## config.mk

```make
export PLATFORM = sky130hd
export DESIGN_NAME = cce_pending_bits
export DESIGN_NICKNAME = d
export VERILOG_FILES = /design/src/hdl/cce_pkg.sv /design/src/hdl/cce_pending_bits.sv
export VERILOG_INCLUDE_DIRS = /design/src /design/src/hdl
export SDC_FILE = /design/constraint.sdc
export NUM_CORES = 1
export LEC_CHECK = 0
export BUFFER_PORTS_ARGS = -buffer_cell sky130_fd_sc_hd__buf_2
export CAP_MARGIN = 5
export CORE_UTILIZATION = 50
export CTS_BUF_LIST = sky130_fd_sc_hd__clkbuf_16
export DETAILED_ROUTE_END_ITERATION = 7
export PLACE_DENSITY = 0.83
export SYNTH_ARGS = -nofsm -noshare
export SYNTH_HDL_FRONTEND = slang
export SYNTH_SLANG_ARGS = --single-unit
```

## constraint.sdc

```tcl
create_clock -name clk_i -period 1.6 [get_ports clk_i]
set_input_delay 0.32 -clock clk_i [delete_from_list [all_inputs] [get_ports clk_i]]
set_output_delay 0.32 -clock clk_i [all_outputs]
set_load 0.01 [all_outputs]
```

## src/hdl/cce_defs.svh

```systemverilog
/*
  Widths and sizes for the microcoded CCE
  Microcode store, register file, address and LCE id widths,
  and the pending table geometry
*/
`ifndef CCE_DEFS_SVH
`define CCE_DEFS_SVH

// Microcode store
`define CCE_PC_WIDTH 8
`define CCE_INSTR_WIDTH 32

// General registers
`define CCE_GPR_WIDTH 16
`define CCE_NUM_GPR 4

// Coherence messages
`define CCE_PADDR_WIDTH 16
`define CCE_LCE_ID_WIDTH 4

// 64 byte blocks, way group index sits just above
`define CCE_BLOCK_OFFSET 6
`define CCE_NUM_WAY_GROUPS 16

`endif

```

## src/hdl/cce_pkg.sv

```systemverilog
/*
  CCE types
  Opcode and LCE command enums, the instruction word as a union
  with alu and msg views, and the decoded control word
*/
`include "cce_defs.svh"

package cce_pkg;

  typedef enum logic [3:0] {
    NOP   = 4'd0,
    MOVI  = 4'd1,
    ADD   = 4'd2,
    ADDI  = 4'd3,
    AND   = 4'd4,
    BEQ   = 4'd5,
    BI    = 4'd6,
    POPQ  = 4'd7,
    PUSHQ = 4'd8,
    PENDW = 4'd9,
    PENDR = 4'd10
  } cce_op_e;

  typedef enum logic [1:0] {
    SET_STATE  = 2'd0,
    INVALIDATE = 2'd1,
    TRANSFER   = 2'd2,
    WRITEBACK  = 2'd3
  } cce_lce_cmd_e;

  typedef logic [$clog2(`CCE_NUM_GPR)-1:0] cce_gpr_sel_t;

  // ALU and branch format
  typedef struct packed {
    cce_op_e                   op;
    cce_gpr_sel_t              dst;
    cce_gpr_sel_t              src_a;
    cce_gpr_sel_t              src_b;
    logic [5:0]                pad;
    logic [`CCE_GPR_WIDTH-1:0] imm;
  } cce_alu_inst_s;

  // Queue and pending bit format
  typedef struct packed {
    cce_op_e      op;
    cce_gpr_sel_t dst;
    cce_gpr_sel_t src_a;
    logic         pv;
    cce_lce_cmd_e cmd_type;
    logic [20:0]  pad;
  } cce_msg_inst_s;

  typedef union packed {
    cce_alu_inst_s alu;
    cce_msg_inst_s msg;
  } cce_inst_u;

  typedef struct packed {
    cce_op_e                   op;
    cce_gpr_sel_t              dst;
    cce_gpr_sel_t              src_a;
    cce_gpr_sel_t              src_b;
    logic [`CCE_GPR_WIDTH-1:0] imm;
    logic                      gpr_w_v;
    logic                      alu_v;
    logic                      branch;
    logic                      branch_uncond;
    logic                      popq_v;
    logic                      pushq_v;
    logic                      pend_w_v;
    logic                      pend_r_v;
    logic                      pend_val;
    cce_lce_cmd_e              cmd_type;
  } cce_decoded_s;

endpackage

```

## src/hdl/cce_pending_bits.sv

```systemverilog
/*
  Pending bit table
  One bit per way group, synchronous write, combinational read
*/
`timescale 1ns/1ps
`include "cce_defs.svh"

module cce_pending_bits (
  input  logic                        clk_i,
  input  logic                        reset_i,
  input  logic                        w_v_i,
  input  logic                        r_v_i,
  input  logic [`CCE_PADDR_WIDTH-1:0] addr_i,
  input  logic                        val_i,
  output logic                        pending_o
);
  import cce_pkg::*;

  localparam int wg_width = $clog2(`CCE_NUM_WAY_GROUPS);

  logic [`CCE_NUM_WAY_GROUPS-1:0] bits_r;
  logic [wg_width-1:0]            wg;

  // Way group index sits just above the block offset
  assign wg = addr_i[`CCE_BLOCK_OFFSET +: wg_width];

  always_ff @(posedge clk_i) begin
    if (reset_i) begin
      bits_r <= '0;
    end else if (w_v_i) begin
      bits_r[wg] <= val_i;
    end
  end

  assign pending_o = r_v_i && bits_r[wg];

  a_one_access: assert property (@(posedge clk_i) disable iff (reset_i)
    !(w_v_i && r_v_i));

endmodule

```

Word level (Yosys, flattened, before mapping)
Cells that the tools add are included.
{"block": "classes", "magnitude_cmp": 2, "n_eq_ne": 0, "n_reduce_logical": 2, "n_bitwise": 0, "n_addsub": 0, "n_mux": 5, "div_mod_pow": 0, "shift": 0, "mul": 0}
{"op": "16-bit bitwise mux", "n": 1}
{"op": "4-bit by 5-bit < comparator with 1-bit output (second input constant)", "n": 1}
{"op": "1-bit binary-select mux with 4-bit select", "n": 1}
{"op": "1-bit demux with 4-bit select", "n": 1}
{"op": "4-bit by 1-bit >= comparator with 1-bit output (second input constant)", "n": 1}
{"op": "1-bit logical AND", "n": 2}
{"op": "1-bit two-way mux", "n": 2}
{"block": "word_totals", "output_inout_bits": 1, "latchBits": 0, "rom_bits": 0, "ramBits": 0, "inputBits": 21, "n_memories": 0, "reg_bits": 16}

Longest topological paths before layout
{"block": "depth", "depth_word": 5, "mapped_depth": 5}

Worst setup path before layout
Ideal clock, no wire load.
{"block": "synth_path", "path_kind": "input to output", "startpoint": "in addr_i[6]", "endpoint": "out pending_o", "required_time_ns": 1.280, "path_stages": 5, "setup_slack_ns": 0.007, "t_arrival_ns": 1.273, "n_path_buf": 1, "cell_sequence": "buf_6 > mux4_2 > nand2b_1 > o311ai_1 > o22ai_1"}
{"block": "synth_between", "elab_chain_cells": 3}
{"element": "from (decl)", "line": "cce_pending_bits.sv:13", "rtl": "input logic [`CCE_PADDR_WIDTH-1:0] addr_i,"}
{"element": "1-bit binary-select mux with 4-bit select", "line": "cce_pending_bits.sv:35", "rtl": "assign pending_o = r_v_i && bits_r[wg];"}
{"element": "1-bit two-way mux (not written as such)", "line": "cce_pending_bits.sv:35"}
{"element": "1-bit logical AND", "line": "cce_pending_bits.sv:35"}
{"element": "to (decl)", "line": "cce_pending_bits.sv:15", "rtl": "output logic pending_o"}
No other way between the ends. The select of a mux whose other input is x is not followed.

Worst setup path after layout
{"block": "layout_path", "startpoint": "reg bits_r[15]", "endpoint": "out pending_o"}
{"block": "layout_between", "elab_chain_cells": 3}
{"element": "from (decl)", "line": "cce_pending_bits.sv:21", "rtl": "logic [`CCE_NUM_WAY_GROUPS-1:0] bits_r;"}
{"element": "from (signal, indexed assignment)", "line": "cce_pending_bits.sv:31", "rtl": "bits_r[wg] <= val_i;"}
{"element": "1-bit binary-select mux with 4-bit select", "line": "cce_pending_bits.sv:35"}
{"element": "1-bit two-way mux (not written as such)", "line": "cce_pending_bits.sv:35"}
{"element": "1-bit logical AND", "line": "cce_pending_bits.sv:35"}
No other way between the ends. The select of a mux whose other input is x is not followed.

==> run_results.csv <==
group,metric,value,unit
finish,final_util,66.7,%
worst_setup_path,arrival,1.53,ns
drt,viasPerCell,5.75,
timing,tns,-0.249,ns
worst_setup_path,crit_buf_inv,1,
worst_setup_path,r2r-end,"bits_r[9]",
finish,syn_to_final_growth,21.6,%
finish,fillCellCount,110,
synthesis,synthTopCellsByArea,"dfxtp_1 38%, mux2i_1 11%, nor2_1 7.1%",
finish,finalNonFillerCells,132,
synthesis,postSynthAreaPerCell,8.13,sq um
global_route,grt_usage,25.4,%
global_route,grt_pass1_wl,3.35,mm
die,die_x,43.1,um
synthesis,ys_types,20,
worst_setup_path,slowest_stage,"mux4_2",
finish,drive_gt1_share,21.6,%
cts,clockBufferDepth,2,
power_and_ir_drop,leakagePower,0.384,nW
placement,gp_congestion,0.751,
outcome,violations,"setup timing",
cts,clkSlewWorstSetupHoldPaths,0.05,ns
cts,cts_tree,"built",
timing,drv_slew,0,
drt,routed_wl,1.90,mm
timing,finalHoldViolations,0,
synthesis,synth_area,846,sq um
timing,hold_ws,0.417,ns
timing,slew_headroom,75.1,%
drt,drt_iter0_markers,21,
hold_path,holdCritPathClass,"in2reg",
global_route,gr-total-overflow,0,
worst_setup_path,start_kind,"flop",
global_route,grt_max_degree,17,
timing,fin_crit_sh,116,%
synthesis,synth-seq-area-share,37.9,%
cts,clock-root-buffer,"clkbuf_16",
synthesis,synth_cells,104,
timing,tightestPinTransition,0.372,ns
global_route,grt_pass1_vias,747,
cts,post-cts-setup-buffers,0,
worst_setup_path,critical_path_class,"reg2out",
worst_setup_path,cp.required,1.28,ns
die,dieHeight,43.1,um
drt,dr.pass1.iters,4,
cts,htreeDepth,1,
worst_setup_path,timing.rr.start,"bits_r[9]",
synthesis,synthTopCellsByCount,"16 x dfxtp_1, 16 x nor2_1, 13 x nand2_1",
power_and_ir_drop,powerDensity,981,mW/mm^2
drt,drc_errors,0,
worst_setup_path,reg2reg_slack,0.96,ns
cts,cts_buffers,3,
synthesis,syn-num-nets,125,
drt,ant_nets,0,
finish,multi_input_area,515,sq um
timing,final.setup.worst_slack,-0.249,ns
die,die-area,0.00186,sq mm
placement,place_inst,128,
timing,setup_viol_count_final,1,
timing,fin_worst_skew,0,ns
synthesis,synth_ff_type,"dfxtp_1",
die,start_util,54.9,%
worst_setup_path,path_cells,"mux4_2, nand2b_4, o311ai_4, o22ai_1, buf_2",
worst_setup_path,crit_start,"bits_r[15]",
finish,register_area,322,sq um
worst_setup_path,max_stage_delay,0.49,ns
synthesis,yosysTopAreaCell,"dfxtp_1",
worst_setup_path,crit_path_max_fanout,2,
drt,wl_per_cell,14.4,um
finish,largest_register_ffs,16,
finish,largestRegisters,"bits_r: 16 flops",
global_route,antenna_found_initial,0,
synthesis,synth-edff-count,0,
placement,portBuffers,9,
power_and_ir_drop,peakVddDrop,831,uV
die,ioPinCount,22,
die,rows,14,
synthesis,synth.top_cell.area_share,37.9,%
worst_setup_path,crit_family,"multiplexers",
finish,regMostFlops,"bits_r",
cts,clock_sinks,16,
timing,min_period,1.85,ns
worst_setup_path,cp.depth,5,
synthesis,async_reset_ff_share,0,%
finish,layout.nets,138,
worst_setup_path,reg2reg_depth,2,
synthesis,synth_seq_cells,16,
drt,vias,759,
cts,clk_latency,0.25,ns
worst_setup_path,crit_end,"pending_o",
finish,diodes,0,
die,coreArea,0.00154,sq mm
outcome,status,"complete, but fails checks",
worst_setup_path,end_kind,"output port",
flow_run,max-cap-violations,0,
synthesis,yosys_warnings,0,
placement,dp_hpwl,1.24,mm
timing,rsz0062_at_grt,"true",
timing,max_freq,541,MHz
[where the power goes]
group	switching, W	internal (W)
Clock	0.000164	0.000332
Combinational	0.0000628	0.0000435
Sequential	0.00000231	0.000404
[area by class of cell]
| class | count | area share [%] |
|---|---|---|
| repair buffers | 15 | 9.00 |
| flip-flops and latches | 16 | 31.3 |
| clock buffers | 3 | 7.30 |
| well taps | 16 | 1.95 |
| multi-input cells | 81 | 50.1 |
| clock inverters | 1 | 0.365 |
[placed cells by master (no fill, tap or decap), drive strengths merged]
cell type  netlist  routed
clkbuf           4       3
mux4             2       2
mux2i            9       9
o22ai            1       1
nor3             3       3
clkinv           0       1
nand3            4       4
o211ai           1       1
nand3b           6       6
mux2             1       1
a21oi           10      10
nand2           13      13
o311ai           1       1
nor2            16      16
nor3b            1       1
o21ai            9       9
nand2b           4       4
buf              3      15
dfxtp           16      16
[stage by stage]
stage	setup slack, ns	total power [W]	cell area, sq um
finish	-0.249	0.00101	1030
global route	-0.301	0.00105	1030
CTS	-0.212	0.00102	1020
detailed placement	-0.258	0.000511	921
global placement	-0.256	0.000509	921
floorplan	0.00745	0.000478	846
[worst reg2reg max path, delay by kind of cell, from the launching register on]
family	cells	cell delay, ns
compound gates	2	0.24
flops	1	0.33
[cell families after synthesis]
group / Yosys count / synth area share, %
and+or+nand+nor: 47 / 26.8
DFF: 16 / 37.9
AOI/OAI and AO/OA: 22 / 13.9
buffers and inverters: 7 / 4.14
muxes: 12 / 17.3
[what timing repair did]
| item | CTS | global route |
|---|---|---|
| setup endpoints to repair | 1 | 1 |
| hold buffers | 0 | 0 |
| resized for setup | 3 | 2 |
| hold endpoints to repair | 0 | 0 |
[how the worst min path moves through the flow]
stage | depth (start not counted) | end | startpoint
after global placement | 2 | bits_r[0] | bits_r[0]
after global routing | 2 | bits_r[12] | reset_i
final | 2 | bits_r[3] | reset_i
after detailed placement | 2 | bits_r[0] | bits_r[0]
after CTS | 2 | bits_r[3] | reset_i
after floorplan | 2 | bits_r[0] | bits_r[0]
[metal layers]
metal / part of all wire, % / vias to the layer above / GRT usage, %
li1: - / 385 / -
met1: 44 / 350 / 28.5
met2: 48 / 17 / 40.6
met3: 3.7 / 7 / 8.09
met4: 4.1 / 0 / 17.0
met5: 0 / - / 0
Note: power is estimated with default switching activity, not from simulation.
