<file path="src/hdl/cce_defs.svh">
/*
  Widths and sizes for the microcoded CCE
  Microcode store, register file, address and LCE id widths,
  and the pending table geometry
*/
`ifndef CCE_DEFS_SVH
`define CCE_DEFS_SVH

// Microcode store
`define CCE_PC_WIDTH 8
`define CCE_INSTR_WIDTH 32

// General registers
`define CCE_GPR_WIDTH 16
`define CCE_NUM_GPR 4

// Coherence messages
`define CCE_PADDR_WIDTH 16
`define CCE_LCE_ID_WIDTH 4

// 64 byte blocks, way group index sits just above
`define CCE_BLOCK_OFFSET 6
`define CCE_NUM_WAY_GROUPS 16

`endif

</file>
<file path="src/hdl/cce_pkg.sv">
/*
  CCE types
  Opcode and LCE command enums, the instruction word as a union
  with alu and msg views, and the decoded control word
*/
`include "cce_defs.svh"

package cce_pkg;

  typedef enum logic [3:0] {
    NOP   = 4'd0,
    MOVI  = 4'd1,
    ADD   = 4'd2,
    ADDI  = 4'd3,
    AND   = 4'd4,
    BEQ   = 4'd5,
    BI    = 4'd6,
    POPQ  = 4'd7,
    PUSHQ = 4'd8,
    PENDW = 4'd9,
    PENDR = 4'd10
  } cce_op_e;

  typedef enum logic [1:0] {
    SET_STATE  = 2'd0,
    INVALIDATE = 2'd1,
    TRANSFER   = 2'd2,
    WRITEBACK  = 2'd3
  } cce_lce_cmd_e;

  typedef logic [$clog2(`CCE_NUM_GPR)-1:0] cce_gpr_sel_t;

  // ALU and branch format
  typedef struct packed {
    cce_op_e                   op;
    cce_gpr_sel_t              dst;
    cce_gpr_sel_t              src_a;
    cce_gpr_sel_t              src_b;
    logic [5:0]                pad;
    logic [`CCE_GPR_WIDTH-1:0] imm;
  } cce_alu_inst_s;

  // Queue and pending bit format
  typedef struct packed {
    cce_op_e      op;
    cce_gpr_sel_t dst;
    cce_gpr_sel_t src_a;
    logic         pv;
    cce_lce_cmd_e cmd_type;
    logic [20:0]  pad;
  } cce_msg_inst_s;

  typedef union packed {
    cce_alu_inst_s alu;
    cce_msg_inst_s msg;
  } cce_inst_u;

  typedef struct packed {
    cce_op_e                   op;
    cce_gpr_sel_t              dst;
    cce_gpr_sel_t              src_a;
    cce_gpr_sel_t              src_b;
    logic [`CCE_GPR_WIDTH-1:0] imm;
    logic                      gpr_w_v;
    logic                      alu_v;
    logic                      branch;
    logic                      branch_uncond;
    logic                      popq_v;
    logic                      pushq_v;
    logic                      pend_w_v;
    logic                      pend_r_v;
    logic                      pend_val;
    cce_lce_cmd_e              cmd_type;
  } cce_decoded_s;

endpackage

</file>
<file path="src/hdl/cce_msg.sv">
/*
  Message unit
  Pops LCE requests, pushes LCE commands from a registered output,
  keeps the requesting LCE id and raises the pipeline stall
*/
`timescale 1ns/1ps
`include "cce_defs.svh"

module cce_msg (
  input  logic                                          clk_i,
  input  logic                                          reset_i,
  input  cce_pkg::cce_decoded_s                         decoded_i,
  input  logic [`CCE_GPR_WIDTH-1:0]                     src_a_i,
  input  logic [`CCE_LCE_ID_WIDTH+`CCE_PADDR_WIDTH-1:0] lce_req_i,
  input  logic                                          lce_req_v_i,
  output logic                                          lce_req_yumi_o,
  output logic [$bits(cce_pkg::cce_lce_cmd_e)+`CCE_LCE_ID_WIDTH+`CCE_PADDR_WIDTH-1:0] lce_cmd_o,
  output logic                                          lce_cmd_v_o,
  input  logic                                          lce_cmd_ready_i,
  output logic [`CCE_PADDR_WIDTH-1:0]                   popq_addr_o,
  output logic                                          stall_o
);
  import cce_pkg::*;

  logic [`CCE_LCE_ID_WIDTH-1:0] req_lce_r;
  logic                         popq_stall, pushq_stall, pushq_fire;

  // POPQ waits for a request
  assign popq_stall     = decoded_i.popq_v && !lce_req_v_i;
  assign lce_req_yumi_o = decoded_i.popq_v && lce_req_v_i;
  assign popq_addr_o    = lce_req_i[`CCE_PADDR_WIDTH-1:0];

  // PUSHQ waits while the held command is not taken
  assign pushq_stall = decoded_i.pushq_v && lce_cmd_v_o && !lce_cmd_ready_i;
  assign pushq_fire  = decoded_i.pushq_v && !pushq_stall;

  assign stall_o = popq_stall || pushq_stall;

  // Requesting LCE, used by later commands
  always_ff @(posedge clk_i) begin
    if (lce_req_yumi_o) begin
      req_lce_r <= lce_req_i[`CCE_PADDR_WIDTH +: `CCE_LCE_ID_WIDTH];
    end
  end

  always_ff @(posedge clk_i) begin
    if (pushq_fire) begin
      lce_cmd_o <= {decoded_i.cmd_type, req_lce_r, src_a_i};
    end
  end

  always_ff @(posedge clk_i) begin
    if (reset_i) begin
      lce_cmd_v_o <= 1'b0;
    end else if (pushq_fire) begin
      lce_cmd_v_o <= 1'b1;
    end else if (lce_cmd_ready_i) begin
      lce_cmd_v_o <= 1'b0;
    end
  end

  // Held command must not change before the consumer takes it
  a_cmd_stable: assert property (@(posedge clk_i) disable iff (reset_i)
    (lce_cmd_v_o && !lce_cmd_ready_i) |=> (lce_cmd_v_o && $stable(lce_cmd_o)));

endmodule

</file>
<file path="config.mk">
export PLATFORM = sky130hd
export DESIGN_NAME = cce_msg
export DESIGN_NICKNAME = d
export VERILOG_FILES = /design/src/hdl/cce_pkg.sv /design/src/hdl/cce_msg.sv
export VERILOG_INCLUDE_DIRS = /design/src /design/src/hdl
export SDC_FILE = /design/constraint.sdc
export NUM_CORES = 1
export LEC_CHECK = 0
export ABC_AREA = 1
export BUFFER_PORTS_ARGS = -buffer_cell sky130_fd_sc_hd__buf_4
export CORE_ASPECT_RATIO = 0.6
export CORE_MARGIN = 5
export CORE_UTILIZATION = 34
export CTS_BUF_LIST = sky130_fd_sc_hd__clkbuf_16
export CTS_CLUSTER_DIAMETER = 120
export DETAILED_ROUTE_END_ITERATION = 12
export PLACE_DENSITY = 0.83
export REMOVE_ABC_BUFFERS = 1
export SLEW_MARGIN = 40
export SYNTH_ARGS = -nofsm -noshare
export SYNTH_HDL_FRONTEND = slang
export SYNTH_SLANG_ARGS = --single-unit
</file>
<file path="constraint.sdc">
create_clock -name clk_i -period 4.4 [get_ports clk_i]
set_clock_uncertainty 0.2 [all_clocks]
set_input_delay 0.44 -clock clk_i [delete_from_list [all_inputs] [get_ports clk_i]]
set_output_delay 0.44 -clock clk_i [all_outputs]
set_load 0.05 [all_outputs]
</file>
======== Word-level counts from Yosys, hierarchy flattened ========
Index checks and enable logic that the tools add are counted.
cells by class
  add/subtract/negate cells ............... 0
  multiply operators ...................... 0
  divide/modulo/power cells ............... 0
  $lt $le $gt $ge ......................... 0
  equal/unequal tests ..................... 0
  shifts and indexed selects .............. 0
  muxes and demuxes ....................... 2
  bitwise logic cells ..................... 0
  reduce and logical (&&, ||, !) cells .... 10
operator list
  operator             number
  $logic_and A1 B1 Y1  5
  $logic_not A1 Y1     3
  $mux W1              2
  $reduce_bool A2 Y1   1
  $logic_or A1 B1 Y1   1
storage, ports and cells
  flip-flop bits (word level) ............. 27
  latch bits .............................. 0
  bits in writable memories ............... 0
  bits in read-only memories .............. 0
  input port bits ......................... 77
  memories kept ........................... 0

======== Longest topological paths before layout ========
  depth after elaboration ................. 5
  depth in mapped cells ................... 3
  mapped depth without buffers ............ 3

======== Least setup slack after synthesis ========
No wires, ideal clock.
  kind .................................... flip-flop to flip-flop
  start ................................... register lce_cmd_v_o
  end ..................................... register lce_cmd_o[0] (netlist bit), enable pin
  library setup time ...................... 408 ps
  data arrival time ....................... 1694 ps
  slack ................................... 2098 ps
  cell stages (with the launch flop) ...... 2
  period minus slack after synthesis ...... 2302 ps
  path through ............................ dfxtp_1 -> a21oi_1
on the way
  longest elaborated chain between the ends .. 4
RTL lines
  item                              RTL line       RTL
  start, declared                   cce_msg.sv:18  output logic lce_cmd_v_o,
  start signal, assigned            cce_msg.sv:54  lce_cmd_v_o <= 1'b0;
  start signal, assigned            cce_msg.sv:56  lce_cmd_v_o <= 1'b1;
  start signal, assigned            cce_msg.sv:58  lce_cmd_v_o <= 1'b0;
  $logic_and A1 B1 Y1 (2 in a row)  cce_msg.sv:34  assign pushq_stall = decoded_i.pushq_v && lce_cmd_v_o && !lce_cmd_ready_i;
  $logic_not A1 Y1                  cce_msg.sv:35  assign pushq_fire = decoded_i.pushq_v && !pushq_stall;
  $logic_and A1 B1 Y1               cce_msg.sv:35
  via pushq_fire                    cce_msg.sv:26  logic popq_stall, pushq_stall, pushq_fire;
  end signal, assigned              cce_msg.sv:48  lce_cmd_o <= {decoded_i.cmd_type, req_lce_r, src_a_i};
  end, declared                     cce_msg.sv:17  output logic [$bits(cce_pkg::cce_lce_cmd_e)+`CCE_LCE_ID_WIDTH+`CCE_PADDR_WIDTH-1:0] lce_cmd_o,
The timed path passes the listed nets, and every way through them passes these cells.
A chain may end at the register's enable or synchronous reset.

======== Final worst setup path ========
  start ................................... register lce_cmd_v_o
  end ..................................... output port stall_o
on the way
  longest elaborated chain between the ends .. 3
RTL lines
  item                              RTL line       RTL
  $logic_and A1 B1 Y1 (2 in a row)  cce_msg.sv:34
  $logic_or A1 B1 Y1                cce_msg.sv:37  assign stall_o = popq_stall || pushq_stall;
  end, declared                     cce_msg.sv:21  output logic stall_o
Every way passes these cells.

==> metrics.txt <==
Yosys Warn Count 0; layout cells sized above 1 63.4%; DP Area 1290 µm²; Cells after Synth 53; final wirelength 2.21 mm; Hold Startpoint reset_i; clk_lat worst skew 0.25 ns; Rows 15; post-cts resize count 0; Worst-path clk slew 0.06 ns; vias per inst 4.45; Worst Setup SP lce_cmd_v_o$_SDFFE_PP0P_; critical path class register to output pin; Boundary Pins 118; Final Max Slew Viols 0; Final nets 171; cell accounting for the most synthesized area edfxtp_1; crit path max-delay cell type dfxtp_1; data required time at the worst endpoint 3.76 ns; Worst R2R End lce_cmd_o[19]$_DFFE_PP_; crit path cell chain nand3_1, o21ai_1, buf_4; R2R cell count 1; cell area after synthesis 967 µm²; flop2flop setup slack 2.89 ns; synthesized area per cell 18.2 µm²; Wirelength per Cell 17.4 µm; Min-Delay Path Class input port to register; Residual DRC 0; Yosys cell types 10; initial antenna violation count 0; vias post-DR 565; Post-synth EDFFs 26; top-count cell post-synth edfxtp_1; Peak VDD IR 0.000197 V; Final Cycle Share 40.8%; register area 801 µm²; Leak 0.580 nW; fmax 0.557 GHz; PortBufs 52; Post-CTS Setup Bufs 0; GPL Wtd Cong 0.658; worst hold path cell count 2; final setup vio count 0; Main synth FF type edfxtp_1; core footprint 2800 µm²; Tmin final 1.80 ns; Setup TNS 0 ns; CTS root buf clkbuf_16; Area contributors post-synth edfxtp_1, buf_4, dfxtp_1, inv_1, a21oi_2; Critical Path Sink Type output pin; Seq/Total Area, Yosys 82.8%; y dimension of the die 51.3 µm; largest net degree at the start of global routing 23; arrival time worst endpoint 1.16 ns; ANT cells 0; most common library cells after synthesis edfxtp_1, buf_4, inv_1; PD cells 440 nW/µm²; Post-synth ARST share 0%; status finished, final reports clean; critical-path maximum fanout 4; Synth top area share 80.7%; clk sinks 27; max-cap violation count 0; RSZ-0062 raised after global routing no; first-pass GRT wire length 3.13 mm; Tot GR Track Use 10.8%; Critical Path Max Stage Delay 0.43 ns; dpl ws 2.64 ns; area of the multi-input gates 42.5 µm²; synthesized flop and latch total 27; Area Growth Syn to Fin 42.0%; TritonRoute pass-1 iters 3; Layout fillers 230; Die X 78.9 µm; Final Hold Viols 0; Hold Path End lce_cmd_v_o$_SDFFE_PP0P_; die area 4050 µm²; TritonCTS clock tree done; Overflow after GRT 0; DR iter-0 viols 11; crit start category register; Worst Tran Pin Value 0.674 ns; antenna-violating nets left 0; Detail Placement HPWL 1.75 mm; maximum buffer depth of the clock tree 2; Final Worst Setup Slack 2.60 ns; Reg-to-Reg Start lce_cmd_v_o$_SDFFE_PP0P_; Hold WS 0.131 ns; Starting Density 34.6%; final instance area 1370 µm²; # hold bufs at CTS 0; vias in the first global route 589; CTS Buf Count 3; relative slew slack 55.0%; CTS H-tree depth 1
metrics by stage:
step	std cells	utilization (%)	total power, mW
2_1_floorplan	37	-	0.366
3_3_place_gp	123	45.9	0.406
3_5_place_dp	123	46.2	0.410
4_1_cts	127	49.1	0.611
5_1_grt	127	49.1	0.626
6_report	127	49.1	0.605
cells by family (layout without fill, tap and decap cells):
family / after synthesis / in the layout / synth area share [%]
AOI/OAI and AO/OA: 3 / 3 / 1.94
DFF: 27 / 27 / 82.8
buffers and inverters: 20 / 60 / 14.0
and+or+nand+nor: 3 / 3 / 1.29
state kept, by name (all words and copies together), names as in the netlist:
name and flops:
lce_cmd_v_o 1, req_lce_r 4, lce_cmd_o 22
report_power, final:
part | leakage (nW) | switching, mW | internal (mW)
registers | 0.259 | 0.00492 | 0.300
logic | 0.284 | 0.0648 | 0.0332
clock network | 0.0371 | 0.0782 | 0.123
per-layer routing:
metal	vias up	track usage, %	wire length, µm
li1	249	-	-
met1	257	8.62	679
met2	57	18.5	1080
met3	2	10.7	430
met4	0	1.71	23
met5	-	5.71	0
worst max-delay path by stage:
stage,end,slack (ns)
floorplan,lce_cmd_o[0]$_DFFE_PP_,2.10
global placement,lce_cmd_o[7]$_DFFE_PP_,2.35
detailed placement,lce_cmd_o[2]$_DFFE_PP_,2.64
CTS,stall_o,2.62
global route,stall_o,2.56
finish,stall_o,2.60
placed cells by master (no fill, tap or decap):
| cell type | netlist | final |
|---|---|---|
| clkbuf_16 | 0 | 3 |
| clkinvlp_4 | 0 | 1 |
| nand3_1 | 1 | 1 |
| o21ai_1 | 1 | 1 |
| buf_4 | 16 | 52 |
| dfxtp_1 | 1 | 1 |
| a21oi_2 | 1 | 1 |
| inv_2 | 1 | 1 |
| a21oi_4 | 0 | 1 |
| edfxtp_1 | 26 | 26 |
| nand2_1 | 2 | 2 |
| inv_1 | 3 | 3 |
layout make-up:
cell class | count | area share, %
clock inverter | 1 | 0.546
inverter | 4 | 1.09
tap | 34 | 3.10
clock buffer | 3 | 5.46
multi-input combinational | 6 | 3.10
timing repair buffer | 52 | 28.4
sequential | 27 | 58.3
critical path: cells and delay by family, from the launching register on:
family | cells | cell delay (ns)
flops | 1 | 0.43
buf+inv | 1 | 0.24
compound gates | 1 | 0.12
simple gates | 1 | 0.11
No activity file was read; power rests on OpenSTA's default activity.
