===== src/hdl/cce_defs.svh =====
/*
  Widths and sizes for the microcoded CCE
  Microcode store, register file, address and LCE id widths,
  and the pending table geometry
*/
`ifndef CCE_DEFS_SVH
`define CCE_DEFS_SVH

// Microcode store
`define CCE_PC_WIDTH 8
`define CCE_INSTR_WIDTH 32

// General registers
`define CCE_GPR_WIDTH 16
`define CCE_NUM_GPR 4

// Coherence messages
`define CCE_PADDR_WIDTH 16
`define CCE_LCE_ID_WIDTH 4

// 64 byte blocks, way group index sits just above
`define CCE_BLOCK_OFFSET 6
`define CCE_NUM_WAY_GROUPS 16

`endif


===== src/hdl/cce_pkg.sv =====
/*
  CCE types
  Opcode and LCE command enums, the instruction word as a union
  with alu and msg views, and the decoded control word
*/
`include "cce_defs.svh"

package cce_pkg;

  typedef enum logic [3:0] {
    NOP   = 4'd0,
    MOVI  = 4'd1,
    ADD   = 4'd2,
    ADDI  = 4'd3,
    AND   = 4'd4,
    BEQ   = 4'd5,
    BI    = 4'd6,
    POPQ  = 4'd7,
    PUSHQ = 4'd8,
    PENDW = 4'd9,
    PENDR = 4'd10
  } cce_op_e;

  typedef enum logic [1:0] {
    SET_STATE  = 2'd0,
    INVALIDATE = 2'd1,
    TRANSFER   = 2'd2,
    WRITEBACK  = 2'd3
  } cce_lce_cmd_e;

  typedef logic [$clog2(`CCE_NUM_GPR)-1:0] cce_gpr_sel_t;

  // ALU and branch format
  typedef struct packed {
    cce_op_e                   op;
    cce_gpr_sel_t              dst;
    cce_gpr_sel_t              src_a;
    cce_gpr_sel_t              src_b;
    logic [5:0]                pad;
    logic [`CCE_GPR_WIDTH-1:0] imm;
  } cce_alu_inst_s;

  // Queue and pending bit format
  typedef struct packed {
    cce_op_e      op;
    cce_gpr_sel_t dst;
    cce_gpr_sel_t src_a;
    logic         pv;
    cce_lce_cmd_e cmd_type;
    logic [20:0]  pad;
  } cce_msg_inst_s;

  typedef union packed {
    cce_alu_inst_s alu;
    cce_msg_inst_s msg;
  } cce_inst_u;

  typedef struct packed {
    cce_op_e                   op;
    cce_gpr_sel_t              dst;
    cce_gpr_sel_t              src_a;
    cce_gpr_sel_t              src_b;
    logic [`CCE_GPR_WIDTH-1:0] imm;
    logic                      gpr_w_v;
    logic                      alu_v;
    logic                      branch;
    logic                      branch_uncond;
    logic                      popq_v;
    logic                      pushq_v;
    logic                      pend_w_v;
    logic                      pend_r_v;
    logic                      pend_val;
    cce_lce_cmd_e              cmd_type;
  } cce_decoded_s;

endpackage


===== src/hdl/cce_exec.sv =====
/*
  Execute stage
  General registers, ALU, BEQ resolution,
  pending table access and register writeback
*/
`timescale 1ns/1ps
`include "cce_defs.svh"

module cce_exec (
  input  logic                         clk_i,
  input  logic                         stall_i,
  input  cce_pkg::cce_decoded_s        decoded_i,
  input  logic [`CCE_PC_WIDTH-1:0]     pc_i,
  input  logic                         pending_i,
  input  logic [`CCE_PADDR_WIDTH-1:0]  popq_addr_i,
  output logic [`CCE_GPR_WIDTH-1:0]    src_a_o,
  output logic                         mispredict_o,
  output logic [`CCE_PC_WIDTH-1:0]     branch_pc_o,
  output logic                         pend_w_v_o,
  output logic                         pend_r_v_o,
  output logic [`CCE_PADDR_WIDTH-1:0]  pend_addr_o,
  output logic                         pend_val_o
);
  import cce_pkg::*;

  logic [`CCE_GPR_WIDTH-1:0] gpr_r [`CCE_NUM_GPR];
  logic [`CCE_GPR_WIDTH-1:0] src_a, src_b, alu_res, wb_data;

  assign src_a = gpr_r[decoded_i.src_a];
  assign src_b = gpr_r[decoded_i.src_b];

  always_comb begin
    case (decoded_i.op)
      MOVI:    alu_res = decoded_i.imm;
      ADD:     alu_res = src_a + src_b;
      ADDI:    alu_res = src_a + decoded_i.imm;
      AND:     alu_res = src_a & src_b;
      default: alu_res = '0;
    endcase
  end

  // BEQ was predicted not taken; a taken branch to pc+1 needs no flush
  assign branch_pc_o  = decoded_i.imm[`CCE_PC_WIDTH-1:0];
  assign mispredict_o = decoded_i.branch && !decoded_i.branch_uncond &&
                        (src_a == src_b) && (branch_pc_o != pc_i + 1'b1);

  // Pending table uses src_a as the block address
  assign pend_w_v_o  = decoded_i.pend_w_v && !stall_i;
  assign pend_r_v_o  = decoded_i.pend_r_v;
  assign pend_addr_o = src_a;
  assign pend_val_o  = decoded_i.pend_val;
  assign src_a_o     = src_a;

  always_comb begin
    if (decoded_i.alu_v) begin
      wb_data = alu_res;
    end else if (decoded_i.popq_v) begin
      wb_data = popq_addr_i;
    end else begin
      wb_data = {{(`CCE_GPR_WIDTH-1){1'b0}}, pending_i};
    end
  end

  always_ff @(posedge clk_i) begin
    if (decoded_i.gpr_w_v && !stall_i) begin
      gpr_r[decoded_i.dst] <= wb_data;
    end
  end

endmodule


===== config.mk =====
export PLATFORM = sky130hd
export DESIGN_NAME = cce_exec
export DESIGN_NICKNAME = d
export VERILOG_FILES = /design/src/hdl/cce_pkg.sv /design/src/hdl/cce_exec.sv
export VERILOG_INCLUDE_DIRS = /design/src /design/src/hdl
export SDC_FILE = /design/constraint.sdc
export NUM_CORES = 1
export LEC_CHECK = 0
export ABC_AREA = 1
export BUFFER_PORTS_ARGS = -buffer_cell sky130_fd_sc_hd__buf_2
export CORE_MARGIN = 3
export CORE_UTILIZATION = 56
export DETAILED_ROUTE_END_ITERATION = 6
export GPL_ROUTABILITY_DRIVEN = 0
export PLACE_DENSITY = 0.88
export SYNTH_ARGS = -nofsm -noshare
export SYNTH_HDL_FRONTEND = slang
export SYNTH_SLANG_ARGS = --single-unit

===== constraint.sdc =====
create_clock -name clk_i -period 2.7 [get_ports clk_i]
set_input_delay 0 -clock clk_i [delete_from_list [all_inputs] [get_ports clk_i]]
set_output_delay 0 -clock clk_i [all_outputs]
set_load 0.05 [all_outputs]

* Word-level counts from Yosys, hierarchy flattened
Memory sizes are Yosys's and may differ from the RTL's. Cells that the tools add are included.
Operators by class: add/subtract/negate cells 3, eq/ne operators 6, multiplexer cells 5, bitwise logic cells 1, reduce and logical (&&, ||, !) cells 7
Operators by type and width (number):
- $pmux W16 S4 | 1
- $add A16 B16 Y16 | 2
- $mux W16 | 2
- $and A16 B16 Y16 | 1
- $eq A16 B16 Y1 | 1
- $add A8 B1 Y8 const B | 1
- $eq A4 B2 Y1 const B | 2
- $ne A8 B8 Y1 | 1
- $logic_and A1 B1 Y1 | 5
- $eq A4 B1 Y1 const B | 1
- $eq A4 B3 Y1 const B | 1
- $logic_not A1 Y1 | 2
- $mux W1 | 2
Word-level totals: register bits after elaboration 0, bits in writable memories 64, input bits 64, output and inout bits 44, memories kept 1
Memories:
- gpr_r | words 4, width 16, rd ports 2, clocked after Yosys merged registers in 0, wr ports 1, line cce_exec.sv:26 | logic [`CCE_GPR_WIDTH-1:0] gpr_r [`CCE_NUM_GPR];

* Depth between registers and ports, before layout
word-level depth 4, depth in mapped cells 20, mapped depth without buffers 19

* Worst setup path after synthesis
Ideal clock, no wire load.
kind register to output, from mem gpr_r[1][1] (netlist bit), to out mispredict_o, arrival 2.935 ns, data required time 2.700 ns, slack -0.235 ns, stages on the path, launching flop included 9, cell sequence edfxtp_1 -> o21ai_0 -> o22ai_1 -> ha_1 -> nor2_1 -> nand3b_1 -> nor3_1 -> nand4_1 -> a21oi_1
RTL lines:
- start, declared | line cce_exec.sv:26
- end, declared | line cce_exec.sv:17 | output logic mispredict_o,

==> qor.csv <==
stage,metric,value,unit
route,route.vias.total,5266,
clocking,htreeDepth,3,
worst_setup_path,worstPathMaxFanout,4,
synth,ys_types,34,
floorplan,start_util,59.5,%
route,wl_per_cell,16.6,um
power_and_ir_drop,switching_share,34.8,%
synth,syn_area,5040,sq um
finish,top_regs,gpr_r (64),
synth,yosys_warnings,0,
finish,regMostFlops,gpr_r,
synth,synth.net_count,779,
hold_path,worstHoldPathType,primary input to output pin,
route,ant_nets,0,
clocking,insertion_delay,330,ps
timing,setup-tns-final,0,ps
worst_setup_path,crit_arrival,2700,ps
grt,grt_start_max_net_pins,33,
timing,finalCriticalPeriod,2620,ps
timing,fin_crit_sh,97.2,%
clocking,cts.path.max_buffers,2,
worst_setup_path,cpPeakStageDelay,410,ps
worst_setup_path,startpoint_type,register,
flow_run,maxCapViolCount,0,
power_and_ir_drop,p_seq_share,39.8,%
power_and_ir_drop,p_int,1.86,mW
timing,fin_ws,75.7,ps
clocking,cts.clk_slew.worst_paths,60,ps
worst_setup_path,cpMostUsedCell,nand2_1,
floorplan,ios,108,
route,wirelength,14700,um
finish,diodes,0,
clocking,root_buffer,clkbuf_8,
route,drt_iter0_markers,463,
synth,syn_area_per_cell,7.39,sq um
placement,dp_slack,27.5,ps
timing,skew,9.27,ps
placement,dpl.hpwl,11300,um
finish,layout-drive-gt1-share,23.4,%
placement,io_buffers,100,
worst_setup_path,required,2770,ps
clocking,cts.sinks,64,
power_and_ir_drop,ir_drop,0.000494,V
route,drcViolationCount,0,
power_and_ir_drop,p_sw,0.992,mW
route,drt_pass1_iterations,5,
worst_setup_path,path_cells,o21ai_0 -> o22ai_1 -> nand2_1 -> o21ai_1 -> fa_2 -> nand2_2 -> nand2_1 -> nand3b_1 -> nand2_2 -> nand2_1 -> nand3b_1 -> nand3_1 -> nand2_1 -> nand2_1 -> nand2_2,
finish,nets,873,
worst_setup_path,cpMaxStageDelayCell,edfxtp_1,
grt,grt_pass1_vias,4933,
timing,worst_slew_pin_slew,591,ps
synth,ys_seq_area_share,38.1,%
power_and_ir_drop,p_leak,2.82,nW
placement,dp.cells,865,
floorplan,die_w,101,um
timing,relSlewSlack,60.2,%
finish,fin_util,71.0,%
synth,synth.ff_latch_count,64,
floorplan,die_y,101,um
timing,hold_viol_final,0,
clocking,cts_tree,built,
floorplan,rows,33,
clocking,cts_buffers,9,
timing,fmax,381,MHz
grt,grt_pass1_wl,22400,um
floorplan,coreArea,8460,sq um
timing,drv_slew,0,
power_and_ir_drop,p_clk_share,25.6,%
timing,setup_viol,0,
outcome,status,completed,
finish,area_growth,19.2,%
power_and_ir_drop,powerDensity,474,nW/um^2
finish,largest_register_ffs,64,
grt,grt_overflow,0,
grt,track_usage,28.4,%
floorplan,die-area,10200,sq um
finish,final_cells,886,
synth,synth_cells,682,
power_and_ir_drop,combPwrFrac,34.5,%
route,vias_per_cell,5.94,
worst_setup_path,critical_path_class,register to register,
worst_setup_path,endpoint_kind,register,
grt,antenna_found_initial,0,
## timing repair
item,in CTS,in global routing
buffers inserted,0,1
hold buffers,4,0
gates resized for setup,0,26
endpoints found under the hold margin,13,0
setup endpoints to repair,0,41
## kinds of logic (layout without fill, tap and decap cells)
| kind of cell | count (synthesis) | in the layout | synth area share [%] |
|---|---|---|---|
| xor gates and xnor gates | 14 | 14 | 2.43 |
| DFF | 64 | 64 | 38.1 |
| adders and majority gates | 33 | 33 | 8.34 |
| muxes | 1 | 1 | 0.199 |
| AOI/OAI and AO/OA | 129 | 129 | 13.9 |
| and+or+nand+nor | 334 | 334 | 27.0 |
| buffers and inverters | 107 | 206 | 9.98 |
## path summary, 6_finish.rpt
check / to / slack [ps] / from / depth (start not counted)
max: gpr_r[0][14]$_DFFE_PP_ / 80 / gpr_r[2][1]$_DFFE_PP_ / 15
min reg2reg: gpr_r[1][15]$_DFFE_PP_ / 1200 / gpr_r[3][15]$_DFFE_PP_ / 10
max reg2reg: gpr_r[0][14]$_DFFE_PP_ / 80 / gpr_r[2][1]$_DFFE_PP_ / 15
min: pend_r_v_o / 0.02 / decoded_i[3] / 0
## area by class of cell
class                   count  area, sq um
clock buffers              11          131
clock inverters             5         47.5
fillers                   636         2460
inverters                  59          223
multi-input cells         511         2780
flip-flops and latches     64         1920
well taps                 105          131
repair buffers            131          771
## cells in the mapped netlist
cell type | instances | share of area [%]
o211ai_1 | 1 | 0.15
xnor2_1 | 6 | 1.0
nand3_2 | 1 | 0.20
clkbuf_1 | 19 | 1.4
inv_1 | 52 | 3.9
xor2_1 | 8 | 1.4
nand2_1 | 192 | 14
or2_2 | 1 | 0.12
clkinv_2 | 1 | 0.099
o21ai_0 | 74 | 7.4
mux2i_1 | 1 | 0.20
nor3_1 | 7 | 0.70
a21oi_1 | 16 | 1.6
and2_1 | 1 | 0.12
nor2_2 | 1 | 0.12
o221ai_1 | 1 | 0.17
a221oi_1 | 1 | 0.17
a22o_1 | 1 | 0.17
nor4_1 | 3 | 0.37
o22ai_1 | 30 | 3.7
edfxtp_1 | 64 | 38
buf_1 | 1 | 0.074
o21bai_1 | 1 | 0.15
buf_4 | 26 | 3.9
inv_2 | 6 | 0.45
nor2_1 | 81 | 6.0
ha_1 | 32 | 7.9
o21ai_1 | 4 | 0.40
nand3b_1 | 6 | 0.89
nand4_1 | 1 | 0.12
fa_1 | 1 | 0.40
buf_2 | 2 | 0.20
nand3_1 | 38 | 3.8
or2_1 | 2 | 0.25
## layout by cell type, fill, tap and decap left out, drive strengths merged, types with 7 or more instances in the layout
cell / netlist / final
nand2: 192 / 192
buf: 29 / 126
nor2: 82 / 82
o21ai: 78 / 78
edfxtp: 64 / 64
inv: 58 / 58
nand3: 39 / 39
ha: 32 / 32
o22ai: 30 / 30
a21oi: 16 / 16
clkbuf: 19 / 12
xor2: 8 / 8
nor3: 7 / 7
## per-layer routing
metal	track usage, %	share of wire (%)	vias to the layer above
li1	-	-	2470
met1	34.8	37	2373
met3	4.91	12	68
met2	47.2	48	355
met4	15.8	3.9	0
met5	0	0	-
## metrics by stage
| step | instance area [sq um] | hold slack (ps) | power [mW] |
|---|---|---|---|
| 3_5_place_dp | 5720 | 0.589 | 2.09 |
| 3_3_place_gp | 5720 | 0.589 | 2.06 |
| 6_report | 6010 | 0.0187 | 2.85 |
| 5_1_grt | 6010 | 0.111 | 2.99 |
| 2_1_floorplan | 5130 | 167 | 1.84 |
| 4_1_cts | 5940 | 0.589 | 2.82 |
## power groups by stage
stage | Clock [mW] | Combinational [mW] | Sequential, mW
final | 0.730 | 0.983 | 1.13
after global routing | 0.779 | 1.07 | 1.14
after CTS | 0.748 | 0.939 | 1.13
after detailed placement | 0 | 0.931 | 1.15
after global placement | 0 | 0.903 | 1.15
after floorplan | 0 | 0.692 | 1.15
## critical path, delay by kind of cell, from the launching register on
family,cells,cell delay [ps]
compound gates,3,550
fa+ha+maj,1,380
flops,1,410
simple gates,11,1010
(Power assumes the default switching activity.)
