--- config.mk ---
export PLATFORM = sky130hd
export DESIGN_NAME = cce_inst_decode
export DESIGN_NICKNAME = d
export VERILOG_FILES = /design/src/hdl/cce_pkg.sv /design/src/hdl/cce_inst_decode.sv
export VERILOG_INCLUDE_DIRS = /design/src /design/src/hdl
export SDC_FILE = /design/constraint.sdc
export NUM_CORES = 1
export LEC_CHECK = 0
export BUFFER_PORTS_ARGS = -buffer_cell sky130_fd_sc_hd__buf_2
export CAP_MARGIN = 30
export CORE_MARGIN = 3
export CORE_UTILIZATION = 40
export DETAILED_ROUTE_END_ITERATION = 10
export HOLD_SLACK_MARGIN = 0.08
export PLACE_DENSITY = 0.76
export SLEW_MARGIN = 20
export SYNTH_ARGS = -nofsm -noshare
export SYNTH_HDL_FRONTEND = slang
export SYNTH_SLANG_ARGS = --single-unit
--- constraint.sdc ---
create_clock -name clk_i -period 1.1 [get_ports clk_i]
set_clock_uncertainty 0.1 [all_clocks]
set_input_delay 0 -clock clk_i [delete_from_list [all_inputs] [get_ports clk_i]]
set_output_delay 0 -clock clk_i [all_outputs]
set_load 0.03 [all_outputs]
--- src/hdl/cce_defs.svh ---
/*
  Widths and sizes for the microcoded CCE
  Microcode store, register file, address and LCE id widths,
  and the pending table geometry
*/
`ifndef CCE_DEFS_SVH
`define CCE_DEFS_SVH

// Microcode store
`define CCE_PC_WIDTH 8
`define CCE_INSTR_WIDTH 32

// General registers
`define CCE_GPR_WIDTH 16
`define CCE_NUM_GPR 4

// Coherence messages
`define CCE_PADDR_WIDTH 16
`define CCE_LCE_ID_WIDTH 4

// 64 byte blocks, way group index sits just above
`define CCE_BLOCK_OFFSET 6
`define CCE_NUM_WAY_GROUPS 16

`endif

--- src/hdl/cce_pkg.sv ---
/*
  CCE types
  Opcode and LCE command enums, the instruction word as a union
  with alu and msg views, and the decoded control word
*/
`include "cce_defs.svh"

package cce_pkg;

  typedef enum logic [3:0] {
    NOP   = 4'd0,
    MOVI  = 4'd1,
    ADD   = 4'd2,
    ADDI  = 4'd3,
    AND   = 4'd4,
    BEQ   = 4'd5,
    BI    = 4'd6,
    POPQ  = 4'd7,
    PUSHQ = 4'd8,
    PENDW = 4'd9,
    PENDR = 4'd10
  } cce_op_e;

  typedef enum logic [1:0] {
    SET_STATE  = 2'd0,
    INVALIDATE = 2'd1,
    TRANSFER   = 2'd2,
    WRITEBACK  = 2'd3
  } cce_lce_cmd_e;

  typedef logic [$clog2(`CCE_NUM_GPR)-1:0] cce_gpr_sel_t;

  // ALU and branch format
  typedef struct packed {
    cce_op_e                   op;
    cce_gpr_sel_t              dst;
    cce_gpr_sel_t              src_a;
    cce_gpr_sel_t              src_b;
    logic [5:0]                pad;
    logic [`CCE_GPR_WIDTH-1:0] imm;
  } cce_alu_inst_s;

  // Queue and pending bit format
  typedef struct packed {
    cce_op_e      op;
    cce_gpr_sel_t dst;
    cce_gpr_sel_t src_a;
    logic         pv;
    cce_lce_cmd_e cmd_type;
    logic [20:0]  pad;
  } cce_msg_inst_s;

  typedef union packed {
    cce_alu_inst_s alu;
    cce_msg_inst_s msg;
  } cce_inst_u;

  typedef struct packed {
    cce_op_e                   op;
    cce_gpr_sel_t              dst;
    cce_gpr_sel_t              src_a;
    cce_gpr_sel_t              src_b;
    logic [`CCE_GPR_WIDTH-1:0] imm;
    logic                      gpr_w_v;
    logic                      alu_v;
    logic                      branch;
    logic                      branch_uncond;
    logic                      popq_v;
    logic                      pushq_v;
    logic                      pend_w_v;
    logic                      pend_r_v;
    logic                      pend_val;
    cce_lce_cmd_e              cmd_type;
  } cce_decoded_s;

endpackage

--- src/hdl/cce_inst_decode.sv ---
/*
  Decode register
  Splits the instruction word through its alu or msg view,
  holds on stall and flushes to NOP on mispredict
*/
`timescale 1ns/1ps
`include "cce_defs.svh"

module cce_inst_decode (
  input  logic                     clk_i,
  input  logic                     reset_i,
  input  logic                     mode_i,
  input  logic                     stall_i,
  input  logic                     mispredict_i,
  input  cce_pkg::cce_inst_u       inst_i,
  input  logic [`CCE_PC_WIDTH-1:0] inst_pc_i,
  input  logic                     inst_v_i,
  output cce_pkg::cce_decoded_s    decoded_o,
  output logic [`CCE_PC_WIDTH-1:0] pc_o
);
  import cce_pkg::*;

  cce_decoded_s dec;

  always_comb begin
    dec    = '0;
    dec.op = inst_i.alu.op;
    case (inst_i.alu.op)
      MOVI, ADD, ADDI, AND, BEQ, BI: begin
        dec.dst           = inst_i.alu.dst;
        dec.src_a         = inst_i.alu.src_a;
        dec.src_b         = inst_i.alu.src_b;
        dec.imm           = inst_i.alu.imm;
        dec.alu_v         = !(inst_i.alu.op inside {BEQ, BI});
        dec.gpr_w_v       = dec.alu_v;
        dec.branch        = inst_i.alu.op inside {BEQ, BI};
        dec.branch_uncond = inst_i.alu.op == BI;
      end
      POPQ, PUSHQ, PENDW, PENDR: begin
        dec.dst      = inst_i.msg.dst;
        dec.src_a    = inst_i.msg.src_a;
        dec.popq_v   = inst_i.msg.op == POPQ;
        dec.pushq_v  = inst_i.msg.op == PUSHQ;
        dec.pend_w_v = inst_i.msg.op == PENDW;
        dec.pend_r_v = inst_i.msg.op == PENDR;
        dec.gpr_w_v  = inst_i.msg.op inside {POPQ, PENDR};
        dec.pend_val = inst_i.msg.pv;
        dec.cmd_type = inst_i.msg.cmd_type;
      end
      default: dec.op = NOP;
    endcase
  end

  // An all-zero control word is a NOP
  always_ff @(posedge clk_i) begin
    if (reset_i || !mode_i || mispredict_i) begin
      decoded_o <= '0;
    end else if (!stall_i) begin
      decoded_o <= inst_v_i ? dec : '0;
    end
  end

  always_ff @(posedge clk_i) begin
    if (!stall_i) pc_o <= inst_pc_i;
  end

endmodule

# == Yosys cells after proc, flatten, opt, wreduce, memory -nomap -nowiden ==
# Cells that the tools add are included.
# word_totals
input_bits,46
ram_bits,0
latch_bits,0
n_memories,0
output_inout_bits,45
mem_bits_ro,0
register_bits,45
# op_classes
bitwise,0
n_addsub,0
n_eq_ne,10
n_mux,7
n_div,0
multipliers,0
n_lt_le_gt_ge,0
reduce_logical,9
shift,0
# ops
op,n
$mux 37,1
$mux 18,1
$eq 4x3->1 const B,4
$eq 4x4->1 const B,3
$reduce_or 10->1,1
$eq 4x2->1 const B,2
$mux 4,2
$mux 7,1
$reduce_or 6->1,1
$eq 4x1->1 const B,1
$reduce_bool 2->1,2
$reduce_or 4->1,1
$mux 3,1
$logic_not 1->1,2
$logic_or 1x1->1,2
$pmux 1 s2,1

# == Longest topological paths before layout ==
# Gate-level depths: netlist (run 1).
# depth
depth_word,5
mapped_depth,6
mapped_depth_nobuf,4

# == Worst setup path before layout (run 1) ==
# Ideal clock, no wire load.
# synth_timing
path_kind,input port to flip-flop
startpoint,in stall_i
endpoint,reg decoded_o[25] (netlist bit)
slack_ns,-0.044
arrival_ns,0.981
t_required_ns,0.937
setup_time_ns,0.063
cell_stages,6
path_buffers,2
cell_sequence,buf_6 -> nand2b_4 -> nor4_4 -> buf_6 -> a22oi_2 -> nor2_2
# synth_rtl
element,line,source
"start, declared",cce_inst_decode.sv:13,"input logic stall_i,"
"end signal, assigned",cce_inst_decode.sv:59,decoded_o <= inst_v_i ? dec : '0;
"end, declared",cce_inst_decode.sv:18,"output cce_pkg::cce_decoded_s decoded_o,"

# == Worst setup path in the final report (run 1) ==
# layout_timing
startpoint,in inst_i[30] (netlist bit)
endpoint,reg decoded_o[6] (netlist bit)
# layout_via
elab_chain_len,4
elab_cells_between_ends,7
classes_between,eq/ne (4); mux (2); reduce/logical (1)
# layout_rtl
element,line,source
"start, declared",cce_inst_decode.sv:15,"input cce_pkg::cce_inst_u inst_i,"
$eq 4x4->1 or $eq 4x3->1 (tied branches),"cce_inst_decode.sv:28, cce_inst_decode.sv:42",
$reduce_or 4->1,--,
$mux 7 (*),cce_inst_decode.sv:28,case (inst_i.alu.op)
$mux 37 (*),cce_inst_decode.sv:59,
# Every way passes the cells marked *; elsewhere a longest branch is shown, timed or not.
# A chain may end at the register's enable or synchronous reset.

==> impl_metrics.env, run 1 <==
export IMPL_worst_path_max_fanout=6
export IMPL_ir_worst_vdd_uv=1139
export IMPL_diodes=0
export IMPL_relSlewSlack_pct=78.72
export IMPL_p_leak_nw=1.199
export IMPL_synthMostInstantiatedCell="dfxtp_1"
export IMPL_cts_tree="built"
export IMPL_r2r_slack_ns=0.33
export IMPL_crit_path_end_kind="register"
export IMPL_cts_resized_gates=0
export IMPL_multiInputGateArea_sq_um=719.4
export IMPL_status="completed"
export IMPL_first_global_vias=1659
export IMPL_crit_arrival_ns=1.11
export IMPL_cts_root_buf="clkbuf_8"
export IMPL_dieHeight_um=72.86
export IMPL_synth_edff_count=8
export IMPL_clock_latency_ns=0.29
export IMPL_crit_path_start="inst_i[30]"
export IMPL_post_route_period_util_pct=93.31
export IMPL_timing_final_ws_setup_ns=0.07356
export IMPL_place_ws_ns=-0.1717
export IMPL_yosysSeqAreaShare_pct=54.86
export IMPL_synth_cell_types=34
export IMPL_crit_type="primary input to register"
export IMPL_grt_usage_pct=18.74
export IMPL_worstPathRequired_ns=1.19
export IMPL_yosysTopAreaCell="dfxtp_1"
export IMPL_tightest_slew_ns=0.3180
export IMPL_p_per_area_nw_per_um2=1217
export IMPL_dieArea_sq_um=5308
export IMPL_start_util_pct=43.15
export IMPL_via_count=1758
export IMPL_cts_setup_buffers=0
export IMPL_crit_slowest_cell="dlygate4sd3_1"
export IMPL_viasPerCell=4.980
export IMPL_synth_ff_type="dfxtp_1"
export IMPL_gp_congestion=0.8329
export IMPL_r2r_start="decoded_o[19]"
export IMPL_rsz0062_at_grt="no"
export IMPL_dpl_cell_count=310
export IMPL_drt_iter0_markers=110
export IMPL_cts_buffer_depth=2
export IMPL_cp_cell_sequence="buf_2, buf_4, dlygate4sd3_1, a32oi_1, nor2_1"
export IMPL_syn_area_per_cell_sq_um=10.40
export IMPL_area_delta_synth_final_pct=57.10
export IMPL_holdBufCountCts=35
export IMPL_overflow=0
export IMPL_grt_first_pass_wirelength_um=7693
export IMPL_r2r_end="decoded_o[19]"
export IMPL_combPwrFrac_pct=14.5
export IMPL_clock_sinks=45
export IMPL_grt_max_degree=34
export IMPL_finalSetupViolCount=0
export IMPL_hpwl_um=3286
export IMPL_regArea_sq_um=980.9
export IMPL_r2r_cells=2
export IMPL_core_area_sq_um=4144
export IMPL_stdcell_count=353
export IMPL_critPathTopFamily="buffers and inverters"
export IMPL_whs_path_depth=4
export IMPL_antenna_found_initial=0
export IMPL_drive_gt1_share_pct=43.56
export IMPL_power_share_clock_pct=35.3
export IMPL_drt_first_pass_iters=4
export IMPL_die_x_um=72.86
export IMPL_ioPinCount=91
export IMPL_rows=23
export IMPL_slowest_delay_ns=0.59
export IMPL_wirelength_um=4818
export IMPL_synthArstFlopShare_pct=0
export IMPL_cts_made_buffers=5
export IMPL_internal_power_mw=2.618
export IMPL_achievable_frequency_ghz=0.9742
export IMPL_p_sw_uw=800.2
export IMPL_wl_per_cell_um=13.65
export IMPL_slew_viol_final=0
export IMPL_syn_nets=218
export IMPL_nets=348
export IMPL_antenna_left=0
export IMPL_fillers=335
export IMPL_netlist_top_cells_area="dfxtp_1 41%, edfxtp_1 13%, a22oi_2 7.0%"
export IMPL_min_path_type="primary input to register"
export IMPL_synth_area_sq_um=1788
export IMPL_port_buffers=85
export IMPL_synth_top_area_share_pct=41.43
export IMPL_swShare_pct=23.41
export IMPL_crit_end="decoded_o[6]"
export IMPL_route_detailed_drc=0
export IMPL_startpoint_type="primary input"
export IMPL_yosysWarnings=0
export IMPL_htreeDepth=2
export IMPL_synth_seq_cells=45
export IMPL_netlist_instances=172
export IMPL_path_buf_inv=3
export IMPL_fin_crit_ns=1.026
export IMPL_pwr_share_seq_pct=50.2
export IMPL_maxCapViolCount=0
export IMPL_clkSlewWorstSetupHoldPaths_ns=0.09
export IMPL_ys_top_cells_by_count="37 x dfxtp_1, 23 x nor2_1, 13 x nand2_1"
export IMPL_cp_depth=5
export IMPL_hold_viol=0
through the flow:
stage	total power, mW	util (%)	setup TNS [ns]	instance area [sq um]	hold slack [ns]
floorplan	1.980	-	0	1788	-0.001131
global placement	2.144	56.67	-1.562	2349	0.07688
detailed placement	2.151	56.67	-2.087	2349	0.08141
CTS	3.447	67.78	0	2809	0.002544
global route	3.551	67.78	0	2809	0.02050
finish	3.418	67.78	0	2809	0.01081
power by group through the flow:
stage	clock, mW	combinational, mW	sequential, mW
2_1_floorplan	0	0.160	1.82
3_3_place_gp	0	0.390	1.75
3_5_place_dp	0	0.396	1.76
4_1_cts	1.24	0.493	1.72
5_1_grt	1.30	0.534	1.72
6_report	1.21	0.494	1.72
cells in the final DEF, fill, tap and decap left out, types with 4 or more instances in the layout:
master / synthesis / routed
edfxtp_1: 8 / 8
dfxtp_1: 37 / 37
clkbuf_8: 0 / 5
buf_4: 1 / 15
nand3_1: 4 / 4
dlygate4sd3_1: 0 / 35
a32oi_1: 8 / 8
a22oi_2: 10 / 10
o21ai_0: 7 / 7
a22oi_1: 11 / 11
nor2_1: 23 / 23
buf_2: 6 / 85
nand2_1: 13 / 13
nor2_2: 10 / 10
per-layer routing:
layer  vias up  global-route usage, %  share of wire [%]
li1        877                      -                  -
met1       812                  22.47                 42
met2        62                  31.66                 48
met3         7                  4.545                8.0
met4         0                  8.402                1.5
met5         -                      0                  0
worst min-delay path, stage by stage:
cell and delay, ns:
buf_2 0.12, buf_4 0.15, nand2_1 0.05, a21oi_1 0.05
cell type report:
class | count | share of cell area [%]
inverter | 2 | 0.2673
multi-input combinational | 111 | 25.61
clock inverter | 3 | 1.470
sequential | 45 | 34.92
tap | 50 | 2.227
timing repair buffer | 137 | 33.05
clock buffer | 5 | 2.450
logic make-up after synthesis:
| family | share of synthesized area, % |
|---|---|
| simple gates | 19.25 |
| flops | 54.86 |
| compound gates | 20.01 |
| buf+inv | 4.898 |
| xor+xnor | 0.9799 |
registers in the layout (all words and copies together) (netlist names):
signal / cells
pc_o: 8
decoded_o: 37
worst min path at each step:
| stage | start | end | slack (ns) |
|---|---|---|---|
| 4_1_cts | stall_i | decoded_o[1] | 0.003 |
| 5_1_grt | stall_i | decoded_o[2] | 0.02 |
| 3_3_place_gp | inst_pc_i[6] | pc_o[6] | 0.08 |
| 2_1_floorplan | inst_pc_i[0] | pc_o[0] | -0.001 |
| 6_report | stall_i | decoded_o[2] | 0.01 |
| 3_5_place_dp | inst_pc_i[1] | pc_o[1] | 0.08 |
(Power assumes the default switching activity.)
==> inputs of run 2 (changes only) <==
--- a/config.mk
+++ b/config.mk
@@ -13,6 +13,7 @@
 export DETAILED_ROUTE_END_ITERATION = 10
 export HOLD_SLACK_MARGIN = 0.08
 export PLACE_DENSITY = 0.76
+export RECOVER_POWER = 25
 export SLEW_MARGIN = 20
 export SYNTH_ARGS = -nofsm -noshare
 export SYNTH_HDL_FRONTEND = slang
==> run 2 against run 1 <==
Sequential share of layout area increased by 0.16 points. Clock-buffer cell count unchanged. Clock power about the same. Non-clock buffer count unchanged.
==> impl_metrics.env, run 2 (synthesis gave the netlist of run 1 again) <==
export IMPL_final_cell_mix="84 x buf_2, 37 x dfxtp_1, 35 x dlygate4sd3_1"
export IMPL_layout_commonest_cell="buf_2"
export IMPL_gp_congestion=0.8329
export IMPL_post_route_period_util_pct=92.69
export IMPL_clock_latency_ns=0.30
export IMPL_wirelength_um=4819
export IMPL_regMostFlops="decoded_o"
export IMPL_cts_buffer_depth=2
export IMPL_area_delta_synth_final_pct=56.40
export IMPL_fin_setup_tns_ns=0
export IMPL_rsz0062_at_grt="no"
export IMPL_nets=348
export IMPL_grt_usage_pct=18.74
export IMPL_hpwl_um=3286
export IMPL_drt_iter0_markers=91
export IMPL_p_per_area_nw_per_um2=1224
export IMPL_maxCapViolCount=0
export IMPL_worst_path_max_fanout=6
export IMPL_cts_root_buf="clkbuf_8"
export IMPL_r2r_cells=2
export IMPL_wl_per_cell_um=13.65
export IMPL_largest_reg_flops=37
export IMPL_ir_worst_vdd_uv=1136
export IMPL_cts_tree="built"
export IMPL_antenna_found_initial=0
export IMPL_hold_end="decoded_o[1]"
export IMPL_worstPathRequired_ns=1.19
export IMPL_critPathTopFamily="buffers and inverters"
export IMPL_start_util_pct=43.15
export IMPL_dieArea_sq_um=5308
export IMPL_stdcell_count=353
export IMPL_slowest_delay_ns=0.60
export IMPL_ioPinCount=91
export IMPL_core_area_sq_um=4144
export IMPL_r2r_slack_ns=0.33
export IMPL_fin_hold_ws_ns=0.01014
export IMPL_fin_crit_ns=1.020
export IMPL_overflow=0
export IMPL_crit_path_end_kind="register"
export IMPL_slew_viol_final=0
export IMPL_p_leak_nw=1.184
export IMPL_clkSlewWorstSetupHoldPaths_ns=0.09
export IMPL_die_x_um=72.86
export IMPL_hold_viol=0
export IMPL_min_path_type="primary input to register"
export IMPL_holdBufCountCts=35
export IMPL_rows=23
export IMPL_dieHeight_um=72.86
export IMPL_finalSetupViolCount=0
export IMPL_startpoint_type="primary input"
export IMPL_first_global_vias=1659
export IMPL_crit_arrival_ns=1.11
export IMPL_via_count=1742
export IMPL_cts_made_buffers=5
export IMPL_grt_max_degree=34
export IMPL_reg_top3="decoded_o: 37 flops, pc_o: 8 flops"
export IMPL_crit_path_start="inst_i[30]"
export IMPL_path_buf_inv=3
export IMPL_dpl_cell_count=310
export IMPL_tightest_slew_ns=0.3269
export IMPL_crit_type="primary input to register"
export IMPL_whs_path_depth=4
export IMPL_viasPerCell=4.935
export IMPL_r2r_start="decoded_o[19]"
export IMPL_clock_sinks=45
export IMPL_r2r_end="decoded_o[19]"
export IMPL_total_power_mw=3.422
export IMPL_antenna_left=0
export IMPL_drt_first_pass_iters=4
export IMPL_htreeDepth=2
export IMPL_achievable_frequency_ghz=0.9808
export IMPL_drive_gt1_share_pct=42.24
export IMPL_crit_slowest_cell="dlygate4sd3_1"
export IMPL_diodes=0
export IMPL_final_util_pct=67.48
export IMPL_worstHoldStart="inst_v_i"
export IMPL_status="completed"
export IMPL_port_buffers=85
export IMPL_route_detailed_drc=0
export IMPL_cp_cell_sequence="buf_2, buf_4, dlygate4sd3_1, a32oi_1, nor2_1"
export IMPL_grt_first_pass_wirelength_um=7693
export IMPL_relSlewSlack_pct=78.21
run 2: cell types whose count changed in the layout (fill, tap and decap cells not counted), sizes merged:
cell | previous run | this run
clkbuf | 5 | 9
buf | 102 | 98
run 2: power breakdown:
group          total [mW]  switching, mW  internal [mW]
Clock                1.22          0.548          0.668
Combinational       0.490          0.252          0.238
Sequential           1.72        0.00952           1.71
Total                3.42          0.809           2.61
run 2: cell type report:
cell class	instances	area, sq um
fillers	340	1348
flip-flops and latches	45	980.9
repair buffers	137	915.9
multi-input cells	111	719.4
clock buffers	5	68.82
well taps	50	62.56
clock inverters	3	41.29
inverters	2	7.507
run 2: what timing repair did:
action                                 CTS  global route
endpoints found under the hold margin   38             4
resized for setup                        0             0
buffers inserted                         0             0
run 2: per-layer routing:
metal	vias to the layer above	wire length, um	global-route usage [%]
met5	-	0	0
met4	0	94	8.402
met3	8	392	4.545
met2	64	2319	31.66
met1	794	2013	22.47
li1	876	-	-
run 2: tightest hold or removal path: stages:
cell     delay (ns)
buf_2          0.13
nand2_1        0.09
or3_1          0.11
a21oi_1        0.05
run 2: how the worst max path moves through the flow:
stage | to | slack, ns | depth (start not counted)
floorplan | decoded_o[25] | 0.005 | 5
global placement | decoded_o[32] | -0.12 | 4
detailed placement | decoded_o[31] | -0.17 | 4
CTS | decoded_o[2] | 0.09 | 5
global route | decoded_o[8] | 0.03 | 5
finish | decoded_o[6] | 0.08 | 5
run 2: through the flow:
stage | setup WS (ns) | instance area (sq um)
global route | 0.02757 | 2796
floorplan | 0.004507 | 1788
finish | 0.08038 | 2796
detailed placement | -0.1717 | 2349
global placement | -0.1233 | 2349
CTS | 0.08582 | 2809
